File: config.mk
export PLATFORM = sky130hd
export DESIGN_NAME = rp_top
export DESIGN_NICKNAME = d
export VERILOG_FILES = /design/src/source/rp_pkg.sv /design/src/source/adc_frontend.sv /design/src/source/sys_bus_decoder.sv /design/src/source/hk_regs.sv /design/src/source/dac_mixer.sv /design/src/source/dac_interleave.sv /design/src/source/rp_top.sv
export VERILOG_INCLUDE_DIRS = /design/src /design/src/include
export SDC_FILE = /design/constraint.sdc
export NUM_CORES = 1
export LEC_CHECK = 0
export ABC_AREA = 0
export BUFFER_PORTS_ARGS = -buffer_cell sky130_fd_sc_hd__buf_4
export CAP_MARGIN = 20
export CORE_ASPECT_RATIO = 0.5
export CORE_MARGIN = 8
export CORE_UTILIZATION = 40
export DETAILED_ROUTE_END_ITERATION = 10
export HOLD_SLACK_MARGIN = 0.12
export SLEW_MARGIN = 20
export SYNTH_ARGS = -nofsm -noshare
export SYNTH_HDL_FRONTEND = slang
export SYNTH_SLANG_ARGS = --single-unit
export TNS_END_PERCENT = 100
File: constraint.sdc
create_clock -name adc_clk -period 4.05 [get_ports adc_clk]
set_input_delay 0.6075 -clock adc_clk [delete_from_list [all_inputs] [get_ports adc_clk]]
set_output_delay 0.6075 -clock adc_clk [all_outputs]
set_load 0.02 [all_outputs]
File: src/include/rp_defs.svh
// acquisition board widths, register map and saturation constants
`ifndef RP_DEFS_SVH
`define RP_DEFS_SVH

// --------------------
// data path widths
`define RP_ADC_W        14            // adc and dac sample width
`define RP_SUM_W        15            // sample plus level, before saturation
`define RP_BUS_W        32            // bus data and address width

// --------------------
// bus address map
`define RP_REGIONS      8             // regions selected by addr 22:20
`define RP_REG_OFFS_W   20            // offset inside a region
`define RP_REGION_HK    0             // housekeeping region
`define RP_REGION_MIX   1             // output level region

// --------------------
// register offsets and fixed values
`define RP_HK_ID        32'hFEED0001  // id word at offset 0 of region 0
`define RP_HK_LED_OFFS  20'h30        // led register
`define RP_LVL_A_OFFS   20'h00        // level channel a
`define RP_LVL_B_OFFS   20'h04        // level channel b

// saturation codes for the 14-bit two's complement result
`define RP_SAT_POS      14'h1FFF      // largest positive sample
`define RP_SAT_NEG      14'h2000      // most negative sample

`endif

File: src/source/rp_pkg.sv
// rp_pkg shared sample, sum, bus word and address types
`default_nettype none

`include "rp_defs.svh"

package rp_pkg;

  localparam int REGION_W = $clog2(`RP_REGIONS);  // 3 bits for 8 regions

  // --------------------
  // data path words
  typedef logic signed [`RP_ADC_W-1:0] sample_t;  // two's complement sample
  typedef logic signed [`RP_SUM_W-1:0] sum_t;     // sum with one guard bit

  // --------------------
  // bus words
  typedef logic [`RP_BUS_W-1:0] bus_word_t;       // data or raw address
  typedef logic [REGION_W-1:0]  region_t;         // region index

  // field view of a bus address
  typedef struct packed {
    logic [`RP_BUS_W-REGION_W-`RP_REG_OFFS_W-1:0] rsvd;  // bits 31:23, ignored
    region_t                                      region;  // bits 22:20
    logic [`RP_REG_OFFS_W-1:0]                    offs;    // bits 19:0
  } sys_addr_fld_t;

  // one address word, seen raw or split in fields
  typedef union packed {
    bus_word_t     raw;  // as driven by the bus master
    sys_addr_fld_t fld;  // region and offset
  } sys_addr_u;

endpackage

`default_nettype wire

File: src/source/adc_frontend.sv
// adc_frontend registers both raw adc buses and converts them to two's complement
`timescale 1ns/1ps
`default_nettype none

`include "rp_defs.svh"

module adc_frontend (
  input  logic                 adc_clk,      // sample clock
  input  logic                 rst_i,        // sync reset, active high
  input  logic [`RP_ADC_W-1:0] adc_dat_a_i,  // raw ch a, offset binary
  input  logic [`RP_ADC_W-1:0] adc_dat_b_i,  // raw ch b, offset binary
  output rp_pkg::sample_t      adc_a_o,      // ch a, two's complement
  output rp_pkg::sample_t      adc_b_o       // ch b, two's complement
);

  // --------------------
  // conversion
  // the adc has an inverted slope, so offset binary turns into two's
  // complement by keeping the msb and flipping the remaining bits

  logic [`RP_ADC_W-1:0] conv_a;  // converted, before the pin register
  logic [`RP_ADC_W-1:0] conv_b;

  assign conv_a = {adc_dat_a_i[`RP_ADC_W-1], ~adc_dat_a_i[`RP_ADC_W-2:0]};  // msb kept
  assign conv_b = {adc_dat_b_i[`RP_ADC_W-1], ~adc_dat_b_i[`RP_ADC_W-2:0]};  // msb kept

  // --------------------
  // pin register

  always_ff @(posedge adc_clk) begin
    if (rst_i) begin
      adc_a_o <= '0;  // zero sample until first capture
      adc_b_o <= '0;
    end else begin
      adc_a_o <= conv_a;  // single stage at the pins
      adc_b_o <= conv_b;
    end
  end

endmodule

`default_nettype wire

File: src/source/sys_bus_decoder.sv
// sys_bus_decoder splits the bus into 8 regions and muxes the responses back
`timescale 1ns/1ps
`default_nettype none

`include "rp_defs.svh"

module sys_bus_decoder (
  input  logic              adc_clk,      // bus runs on the adc clock
  input  logic              rst_i,        // sync reset, active high
  input  rp_pkg::sys_addr_u sys_addr_i,   // bus address
  input  logic              sys_wen_i,    // write strobe, one cycle
  input  logic              sys_ren_i,    // read strobe, one cycle
  output logic              hk_wen_o,     // region 0 write
  output logic              hk_ren_o,     // region 0 read
  input  rp_pkg::bus_word_t hk_rdata_i,   // region 0 read data
  input  logic              hk_ack_i,     // region 0 ack
  output logic              mix_wen_o,    // region 1 write
  output logic              mix_ren_o,    // region 1 read
  input  rp_pkg::bus_word_t mix_rdata_i,  // region 1 read data
  input  logic              mix_ack_i,    // region 1 ack
  output rp_pkg::bus_word_t sys_rdata_o,  // read data to master
  output logic              sys_ack_o,    // ack to master
  output logic              sys_err_o     // error to master
);

  import rp_pkg::*;

  logic [`RP_REGIONS-1:0] region_sel;  // one-hot region of current address
  logic                   strobe;      // any access this cycle
  logic                   unmapped;    // address hits regions 2..7
  region_t                region_q;    // region latched at strobe
  logic                   err_ack_q;   // own response for unmapped access

  // --------------------
  // region decode
  assign region_sel = `RP_REGIONS'(1) << sys_addr_i.fld.region;  // one-hot
  assign strobe     = sys_wen_i | sys_ren_i;
  assign unmapped   = |region_sel[`RP_REGIONS-1:`RP_REGION_MIX+1];  // nobody home

  assign hk_wen_o  = sys_wen_i & region_sel[`RP_REGION_HK];   // gated strobes
  assign hk_ren_o  = sys_ren_i & region_sel[`RP_REGION_HK];
  assign mix_wen_o = sys_wen_i & region_sel[`RP_REGION_MIX];
  assign mix_ren_o = sys_ren_i & region_sel[`RP_REGION_MIX];

  // --------------------
  // access tracking
  always_ff @(posedge adc_clk) begin
    if (rst_i) begin
      region_q  <= region_t'(`RP_REGION_HK);
      err_ack_q <= 1'b0;
    end else begin
      if (strobe)
        region_q <= sys_addr_i.fld.region;  // held until next access
      err_ack_q <= strobe & unmapped;       // answer one cycle later
    end
  end

  // response mux, selected by the latched region
  always_comb begin
    case (region_q)
      region_t'(`RP_REGION_HK): begin
        sys_rdata_o = hk_rdata_i;
        sys_ack_o   = hk_ack_i;
        sys_err_o   = 1'b0;
      end
      region_t'(`RP_REGION_MIX): begin
        sys_rdata_o = mix_rdata_i;
        sys_ack_o   = mix_ack_i;
        sys_err_o   = 1'b0;
      end
      default: begin
        sys_rdata_o = '0;         // unmapped reads give zero
        sys_ack_o   = err_ack_q;
        sys_err_o   = err_ack_q;  // flagged as error
      end
    endcase
  end

  // --------------------
  // checks
  a_one_ack: assert property (@(posedge adc_clk) disable iff (rst_i)
    !(hk_ack_i && mix_ack_i));  // only one region answers at a time
  a_one_strobe: assert property (@(posedge adc_clk) disable iff (rst_i)
    !(sys_wen_i && sys_ren_i));  // master never reads and writes together

endmodule

`default_nettype wire

File: src/source/hk_regs.sv
// hk_regs housekeeping region with the id word and the led register
`timescale 1ns/1ps
`default_nettype none

`include "rp_defs.svh"

module hk_regs (
  input  logic                      adc_clk,     // clock
  input  logic                      rst_i,       // sync reset, active high
  input  logic [`RP_REG_OFFS_W-1:0] reg_offs_i,  // offset in region 0
  input  rp_pkg::bus_word_t         wdata_i,     // write data
  input  logic                      wen_i,       // write strobe
  input  logic                      ren_i,       // read strobe
  output rp_pkg::bus_word_t         rdata_o,     // read data, registered
  output logic                      ack_o,       // ack, one cycle after strobe
  output logic [7:0]                led_o        // led drive
);

  // --------------------
  // led register
  always_ff @(posedge adc_clk) begin
    if (rst_i) begin
      led_o <= '0;  // leds off
    end else if (wen_i && reg_offs_i == `RP_HK_LED_OFFS) begin
      led_o <= wdata_i[7:0];  // low byte only
    end
  end

  // --------------------
  // bus response
  always_ff @(posedge adc_clk) begin
    if (rst_i)
      ack_o <= 1'b0;
    else
      ack_o <= wen_i | ren_i;  // writes are acked too
  end

  // read data needs no reset, it is only looked at with ack
  always_ff @(posedge adc_clk) begin
    if (ren_i) begin
      case (reg_offs_i)
        `RP_REG_OFFS_W'(0): rdata_o <= `RP_HK_ID;               // id word
        `RP_HK_LED_OFFS:    rdata_o <= {{(`RP_BUS_W-8){1'b0}}, led_o};  // led
        default:            rdata_o <= '0;                      // hole in map
      endcase
    end
  end

endmodule

`default_nettype wire

File: src/source/dac_mixer.sv
// dac_mixer output level registers and saturating sum of adc sample and level
`timescale 1ns/1ps
`default_nettype none

`include "rp_defs.svh"

module dac_mixer (
  input  logic                      adc_clk,     // clock
  input  logic                      rst_i,       // sync reset, active high
  input  logic [`RP_REG_OFFS_W-1:0] reg_offs_i,  // offset in region 1
  input  rp_pkg::bus_word_t         wdata_i,     // write data
  input  logic                      wen_i,       // write strobe
  input  logic                      ren_i,       // read strobe
  output rp_pkg::bus_word_t         rdata_o,     // read data, registered
  output logic                      ack_o,       // ack, one cycle after strobe
  input  rp_pkg::sample_t           adc_a_i,     // adc ch a
  input  rp_pkg::sample_t           adc_b_i,     // adc ch b
  output rp_pkg::sample_t           mix_a_o,     // saturated ch a
  output rp_pkg::sample_t           mix_b_o      // saturated ch b
);

  import rp_pkg::*;

  sample_t lvl_a_q;  // output level ch a
  sample_t lvl_b_q;  // output level ch b
  sum_t    sum_a;    // full sums, one guard bit
  sum_t    sum_b;

  // clip a 15-bit sum to 14 bits
  // the two top bits differ only when the sum left the 14-bit range
  function automatic sample_t sat(input sum_t s);
    case (s[`RP_SUM_W-1:`RP_SUM_W-2])
      2'b01:   sat = `RP_SAT_POS;         // positive overflow
      2'b10:   sat = `RP_SAT_NEG;         // negative overflow
      default: sat = s[`RP_ADC_W-1:0];    // in range, drop guard bit
    endcase
  endfunction

  // --------------------
  // level registers
  always_ff @(posedge adc_clk) begin
    if (rst_i) begin
      lvl_a_q <= '0;  // no offset after reset
      lvl_b_q <= '0;
    end else if (wen_i) begin
      if (reg_offs_i == `RP_LVL_A_OFFS)
        lvl_a_q <= wdata_i[`RP_ADC_W-1:0];  // low 14 bits, signed
      if (reg_offs_i == `RP_LVL_B_OFFS)
        lvl_b_q <= wdata_i[`RP_ADC_W-1:0];
    end
  end

  always_ff @(posedge adc_clk) begin
    if (rst_i)
      ack_o <= 1'b0;
    else
      ack_o <= wen_i | ren_i;
  end

  always_ff @(posedge adc_clk) begin
    if (ren_i) begin
      case (reg_offs_i)
        `RP_LVL_A_OFFS: rdata_o <= {{(`RP_BUS_W-`RP_ADC_W){lvl_a_q[`RP_ADC_W-1]}}, lvl_a_q};
        `RP_LVL_B_OFFS: rdata_o <= {{(`RP_BUS_W-`RP_ADC_W){lvl_b_q[`RP_ADC_W-1]}}, lvl_b_q};
        default:        rdata_o <= '0;  // unused offsets read zero
      endcase
    end
  end

  // --------------------
  // mixing
  assign sum_a = sum_t'(adc_a_i) + sum_t'(lvl_a_q);  // sign extended operands
  assign sum_b = sum_t'(adc_b_i) + sum_t'(lvl_b_q);

  always_ff @(posedge adc_clk) begin
    if (rst_i) begin
      mix_a_o <= '0;
      mix_b_o <= '0;
    end else begin
      mix_a_o <= sat(sum_a);  // one stage after the adc sample
      mix_b_o <= sat(sum_b);
    end
  end

  // an overflowing sum must come out as the matching limit next cycle
  a_sat_a: assert property (@(posedge adc_clk) disable iff (rst_i)
    (sum_a[`RP_SUM_W-1] != sum_a[`RP_SUM_W-2]) |=>
    (mix_a_o == ($past(sum_a[`RP_SUM_W-1]) ? `RP_SAT_NEG : `RP_SAT_POS)));
  a_sat_b: assert property (@(posedge adc_clk) disable iff (rst_i)
    (sum_b[`RP_SUM_W-1] != sum_b[`RP_SUM_W-2]) |=>
    (mix_b_o == ($past(sum_b[`RP_SUM_W-1]) ? `RP_SAT_NEG : `RP_SAT_POS)));

endmodule

`default_nettype wire

File: src/source/dac_interleave.sv
// dac_interleave converts both channels to dac code and alternates them on one port
`timescale 1ns/1ps
`default_nettype none

`include "rp_defs.svh"

module dac_interleave (
  input  logic                 adc_clk,    // clock
  input  logic                 rst_i,      // sync reset, active high
  input  rp_pkg::sample_t      mix_a_i,    // ch a sample
  input  rp_pkg::sample_t      mix_b_i,    // ch b sample
  output logic [`RP_ADC_W-1:0] dac_dat_o,  // shared dac data bus
  output logic                 dac_sel_o,  // 0 ch a, 1 ch b
  output logic                 dac_wrt_o   // dac write
);

  logic                 phase_q;   // 0 sends a, 1 sends b
  logic [`RP_ADC_W-1:0] code_a;    // dac codes of the inputs
  logic [`RP_ADC_W-1:0] code_b;
  logic [`RP_ADC_W-1:0] code_b_q;  // b held for the second slot

  // --------------------
  // sample to dac code, same rule as the adc side
  assign code_a = {mix_a_i[`RP_ADC_W-1], ~mix_a_i[`RP_ADC_W-2:0]};
  assign code_b = {mix_b_i[`RP_ADC_W-1], ~mix_b_i[`RP_ADC_W-2:0]};

  // --------------------
  // channel slots
  always_ff @(posedge adc_clk) begin
    if (rst_i) begin
      phase_q   <= 1'b0;
      dac_dat_o <= `RP_ADC_W'h1FFF;  // code of a zero sample
      dac_sel_o <= 1'b0;
      dac_wrt_o <= 1'b0;             // quiet until reset is released
    end else begin
      phase_q   <= ~phase_q;
      dac_wrt_o <= 1'b1;             // stays high from here on
      if (!phase_q) begin
        dac_dat_o <= code_a;         // both channels taken at once
        dac_sel_o <= 1'b0;
      end else begin
        dac_dat_o <= code_b_q;       // b from the same pair
        dac_sel_o <= 1'b1;
      end
    end
  end

  always_ff @(posedge adc_clk) begin
    if (!phase_q)
      code_b_q <= code_b;  // latch b with a
  end

  // the dac expects a and b strictly alternating while writing
  a_sel_toggle: assert property (@(posedge adc_clk) disable iff (rst_i)
    dac_wrt_o |=> (dac_sel_o != $past(dac_sel_o)));

endmodule

`default_nettype wire

File: src/source/rp_top.sv
// rp_top two-channel acquisition and generation data path with its control bus
`timescale 1ns/1ps
`default_nettype none

`include "rp_defs.svh"

module rp_top (
  input  logic                 adc_clk,      // adc sample clock, also bus clock
  input  logic                 rst_i,        // sync reset, active high

  // adc
  input  logic [`RP_ADC_W-1:0] adc_dat_a_i,  // raw ch a
  input  logic [`RP_ADC_W-1:0] adc_dat_b_i,  // raw ch b

  // system bus
  input  rp_pkg::sys_addr_u    sys_addr_i,   // address
  input  rp_pkg::bus_word_t    sys_wdata_i,  // write data
  input  logic                 sys_wen_i,    // write strobe
  input  logic                 sys_ren_i,    // read strobe
  output rp_pkg::bus_word_t    sys_rdata_o,  // read data
  output logic                 sys_ack_o,    // ack
  output logic                 sys_err_o,    // error

  // dac
  output logic [`RP_ADC_W-1:0] dac_dat_o,    // shared dac data
  output logic                 dac_sel_o,    // channel select
  output logic                 dac_wrt_o,    // write

  output logic [7:0]           led_o         // leds
);

  import rp_pkg::*;

  sample_t   adc_a;      // converted adc samples
  sample_t   adc_b;
  sample_t   mix_a;      // saturated dac samples
  sample_t   mix_b;
  logic      hk_wen;     // region 0 strobes and response
  logic      hk_ren;
  bus_word_t hk_rdata;
  logic      hk_ack;
  logic      mix_wen;    // region 1 strobes and response
  logic      mix_ren;
  bus_word_t mix_rdata;
  logic      mix_ack;

  // --------------------
  // input side
  adc_frontend i_adc (
    .adc_clk     (adc_clk),
    .rst_i       (rst_i),
    .adc_dat_a_i (adc_dat_a_i),
    .adc_dat_b_i (adc_dat_b_i),
    .adc_a_o     (adc_a),
    .adc_b_o     (adc_b)
  );

  // --------------------
  // bus decode
  sys_bus_decoder i_dec (
    .adc_clk     (adc_clk),
    .rst_i       (rst_i),
    .sys_addr_i  (sys_addr_i),
    .sys_wen_i   (sys_wen_i),
    .sys_ren_i   (sys_ren_i),
    .hk_wen_o    (hk_wen),
    .hk_ren_o    (hk_ren),
    .hk_rdata_i  (hk_rdata),
    .hk_ack_i    (hk_ack),
    .mix_wen_o   (mix_wen),
    .mix_ren_o   (mix_ren),
    .mix_rdata_i (mix_rdata),
    .mix_ack_i   (mix_ack),
    .sys_rdata_o (sys_rdata_o),
    .sys_ack_o   (sys_ack_o),
    .sys_err_o   (sys_err_o)
  );

  // --------------------
  // housekeeping, region 0
  hk_regs i_hk (
    .adc_clk    (adc_clk),
    .rst_i      (rst_i),
    .reg_offs_i (sys_addr_i.fld.offs),  // offset view of the address
    .wdata_i    (sys_wdata_i),
    .wen_i      (hk_wen),
    .ren_i      (hk_ren),
    .rdata_o    (hk_rdata),
    .ack_o      (hk_ack),
    .led_o      (led_o)
  );

  // --------------------
  // processing, region 1
  dac_mixer i_mix (
    .adc_clk    (adc_clk),
    .rst_i      (rst_i),
    .reg_offs_i (sys_addr_i.fld.offs),
    .wdata_i    (sys_wdata_i),
    .wen_i      (mix_wen),
    .ren_i      (mix_ren),
    .rdata_o    (mix_rdata),
    .ack_o      (mix_ack),
    .adc_a_i    (adc_a),   // direct adc path
    .adc_b_i    (adc_b),
    .mix_a_o    (mix_a),
    .mix_b_o    (mix_b)
  );

  // --------------------
  // output side
  dac_interleave i_dac (
    .adc_clk   (adc_clk),
    .rst_i     (rst_i),
    .mix_a_i   (mix_a),
    .mix_b_i   (mix_b),
    .dac_dat_o (dac_dat_o),
    .dac_sel_o (dac_sel_o),
    .dac_wrt_o (dac_wrt_o)
  );

endmodule

`default_nettype wire

==> reports/metrics.csv <==
stage;metric;value;unit
place;io_buffers;126;
synthesis;syn-num-nets;808;
setup_path;slowest_stage;a221oi_1;
final_layout;syn2layout_area_growth;24.2;%
clock_network;cts_hold_buf;0;
global_route;track_usage;0.154;
setup_path;path_cells;ha_1 > fa_1 > a21o_1 > a221oi_1 > o21ai_0 > a21oi_1 > nor2b_1 > o31ai_1 > ha_1 > nand2b_1 > nand2b_1 > o21ai_0;
sta;setup_tns;0;ns
synthesis;synth.area.mux_share;0.0380;
final_layout;nNetsFinal;908;
clock_network;htree_levels;4;
clock_network;clock_latency;0.41;ns
clock_network;cts.repair.resized;0;
pwr;p_int;2.76;mW
setup_path;worst-path-buf-inv;0;
routing;routed_wirelength;16.2;mm
clock_network;cts-root-buf;clkbuf_16;
floorplanning;die_y;107;um
min_path;min_path_cells;2;
floorplanning;die_area;0.0211;mm2
synthesis;yosys-top-cells-area;dfxtp_1, edfxtp_1, ha_1;
setup_path;cp_slowest_stage_delay;0.43;ns
clock_network;cts.sinks;152;
pwr;clkPwrFrac;0.448;
synthesis;yosys_warnings;0;
global_route;grt-ovfl-total;0;
pwr;switching_share;0.225;
place;dp_slack;0.537;ns
clock_network;cts_tree;built;
synthesis;post-synth-top-count-cell;dfxtp_1;
setup_path;path_delay_family;compound AO/OA/AOI/OAI gates;
setup_path;required;4.37;ns
setup_path;cp.arrival;3.83;ns
routing;drt_iter0_markers;220;
pwr;fin_total_pwr;3.56;mW
sta;rsz0062_at_grt;no;
final_layout;drive_above_1_share;0.205;
synthesis;syn_area_per_cell;9.70;um2
clock_network;cts_setup_buffers;0;
synthesis;synth-xor-area-share;0.0266;
synthesis;yosys.area.top_type;dfxtp_1;
routing;met2_length;6.84;mm
clock_network;cts_buffers;17;
global_route;grt_antenna_before_repair;0;
synthesis;synth.top_cell.area_share;0.350;
sta;finalMaxSlewViolations;0;
sta;finalSetupViolCount;0;
synthesis;synth-main-ff-cell;dfxtp_1;
synthesis;synth_compound_area_frac;0.138;
sta;tightest_slew;0.906;ns
synthesis;synth_area;0.00658;mm2
pwr;combPwrFrac;0.091;
setup_path;reg2reg_depth;12;
synthesis;yosys.cell_types.count;51;
synthesis;synth_cells;678;
floorplanning;std_cell_rows;33;
final_layout;diodes;0;
place;gp_congestion;0.858;
floorplanning;start_util;0.405;
clock_network;clk_pin_slew_worst_paths;0.06;ns
sta;period_needed;3.51;ns
routing;wl_met1;8.10;mm
synthesis;synth-seq-cells;152;
synthesis;synth_top_family_by_area;simple AND/OR/NAND/NOR gates;
sta;fmax;285;MHz
routing;first_pass_iters;5;
sta;fin_ws;0.542;ns
synthesis;synth.top_cells.by_count;dfxtp_1, nand2_1, nor2_1, a21oi_1, edfxtp_1;
pwr;cellPowerDensity;436;mW/mm2
routing;num_vias;4907;
synthesis;synthSimpleGateAreaFrac;0.158;
routing;drc;0;
min_path;hp-class;input port to flop;
global_route;grt_pass1_wl;25.6;mm
setup_path;critPathCaptureType;flop;
routing;wl_met3;1.09;mm
global_route;grt_pass1_vias;4870;
place;place.detailed.hpwl;12.4;mm
final_layout;fillers;1532;
sta;relSlewSlack;0.396;
sta;finClkSkew;0.0103;ns
routing;wl_per_cell;15.9;um
global_route;grt_max_degree;88;
synthesis;yosys.area_share.adder;0.0669;
pwr;pwr-share-seq;0.461;
routing;vias_per_cell;4.82;
pwr;switching_power;801;uW
setup_path;path_depth;12;
setup_path;critPathKind;flop to flop;
routing;ant_nets;0;
outcome;status;finished clean;
sta;finalHoldViolations;0;
sta;fin_crit_sh;0.866;
setup_path;start_kind;flop;
floorplanning;core-area;0.0162;mm2
setup_path;path_max_fanout;9;
floorplanning;io_pins;154;
pwr;p_leak;3.43;nW
synthesis;postSynth.asyncResetShare;0;
pwr;ir_drop;0.000265;V
flow_run;maxCapViolations;0;
routing;maxUsedRoutingLayer;met4;
synthesis;synth_edf_count;37;
clock_network;clockBufferDepth;2;
synthesis;yosysSeqAreaShare;0.519;
floorplanning;dieWidth;197;um
[placed cells by master (no fill, tap or decap), types with 20 or more instances in the layout]
| cell | synthesis | routed |
|---|---|---|
| buf_4 | 17 | 129 |
| dfxtp_1 | 115 | 115 |
| nand2_1 | 84 | 84 |
| nor2_1 | 80 | 80 |
| a21oi_1 | 58 | 58 |
| edfxtp_1 | 37 | 37 |
| ha_1 | 32 | 32 |
| mux2i_1 | 25 | 25 |
| o21ai_0 | 25 | 25 |
| inv_1 | 20 | 20 |
| clkbuf_16 | 0 | 20 |
[per-stage QoR]
| step | instance area (um2) | instances | hold slack [ns] | utilization |
|---|---|---|---|---|
| floorplan | 6580 | 678 | 0.386 | - |
| global placement | 7560 | 986 | 0.418 | 0.466 |
| detailed placement | 7560 | 986 | 0.422 | 0.466 |
| CTS | 8170 | 1018 | 0.330 | 0.504 |
| global route | 8170 | 1018 | 0.321 | 0.504 |
| finish | 8170 | 1018 | 0.342 | 0.504 |
[per-layer routing]
metal  up-vias  global-route usage
met3        11              0.0528
met2       131               0.229
met5         -                   0
met4         0              0.0416
met1      2229               0.212
li1       2536                   -
[cell type report]
type                       instances  area, um2  share of cell area
clock buffer                      27        557              0.0681
clock inverter                     5       56.3             0.00689
inverter                          21       78.8             0.00965
multi-input combinational        457       2810               0.344
sequential                       152       3410               0.418
tap                              227        284              0.0348
timing repair buffer             129        968               0.119
[worst paths after layout]
kind	from	to	slack, ns
max	i_mix.lvl_b_q[0]	i_mix.mix_b_o[10]	0.54
min	adc_dat_a_i[1]	i_adc.adc_a_o[1]	0.34
max reg2reg	i_mix.lvl_b_q[0]	i_mix.mix_b_o[10]	0.54
min reg2reg	i_mix.mix_b_o[8]	i_dac.code_b_q[8]	0.42
[power by group through the flow]
stage / clock network, mW / logic, mW / registers (mW)
CTS: 1.62 / 0.329 / 1.64
finish: 1.60 / 0.324 / 1.64
floorplan: 0 / 0.188 / 1.67
global placement: 0 / 0.324 / 1.67
detailed placement: 0 / 0.327 / 1.67
global route: 1.69 / 0.356 / 1.65
[registers in the layout, summed over array words and instances (netlist names)]
| register | count |
|---|---|
| i_mix.ack_o | 1 |
| i_mix.rdata_o | 14 |
| i_dac.dac_dat_o | 14 |
| i_dec.err_ack_q | 1 |
| i_adc.adc_b_o | 14 |
| i_mix.lvl_b_q | 14 |
| i_hk.rdata_o | 9 |
| i_dac.code_b_q | 14 |
| i_dac.dac_wrt_o | 1 |
| i_mix.mix_a_o | 14 |
| i_dec.region_q | 3 |
| i_dac.dac_sel_o | 1 |
| i_hk.ack_o | 1 |
| i_dac.phase_q | 1 |
| i_adc.adc_a_o | 14 |
| i_mix.lvl_a_q | 14 |
| i_mix.mix_b_o | 14 |
| i_hk.led_o | 8 |
[cell families after synthesis]
family,Yosys count
AO/OA/AOI/OAI,147
XOR/XNOR,20
adder cells (fa/ha/maj),34
buffers and inverters,69
flip-flops,152
multiplexers,25
AND/OR/NAND/NOR,231
Note: power is estimated with default switching activity, not from simulation.
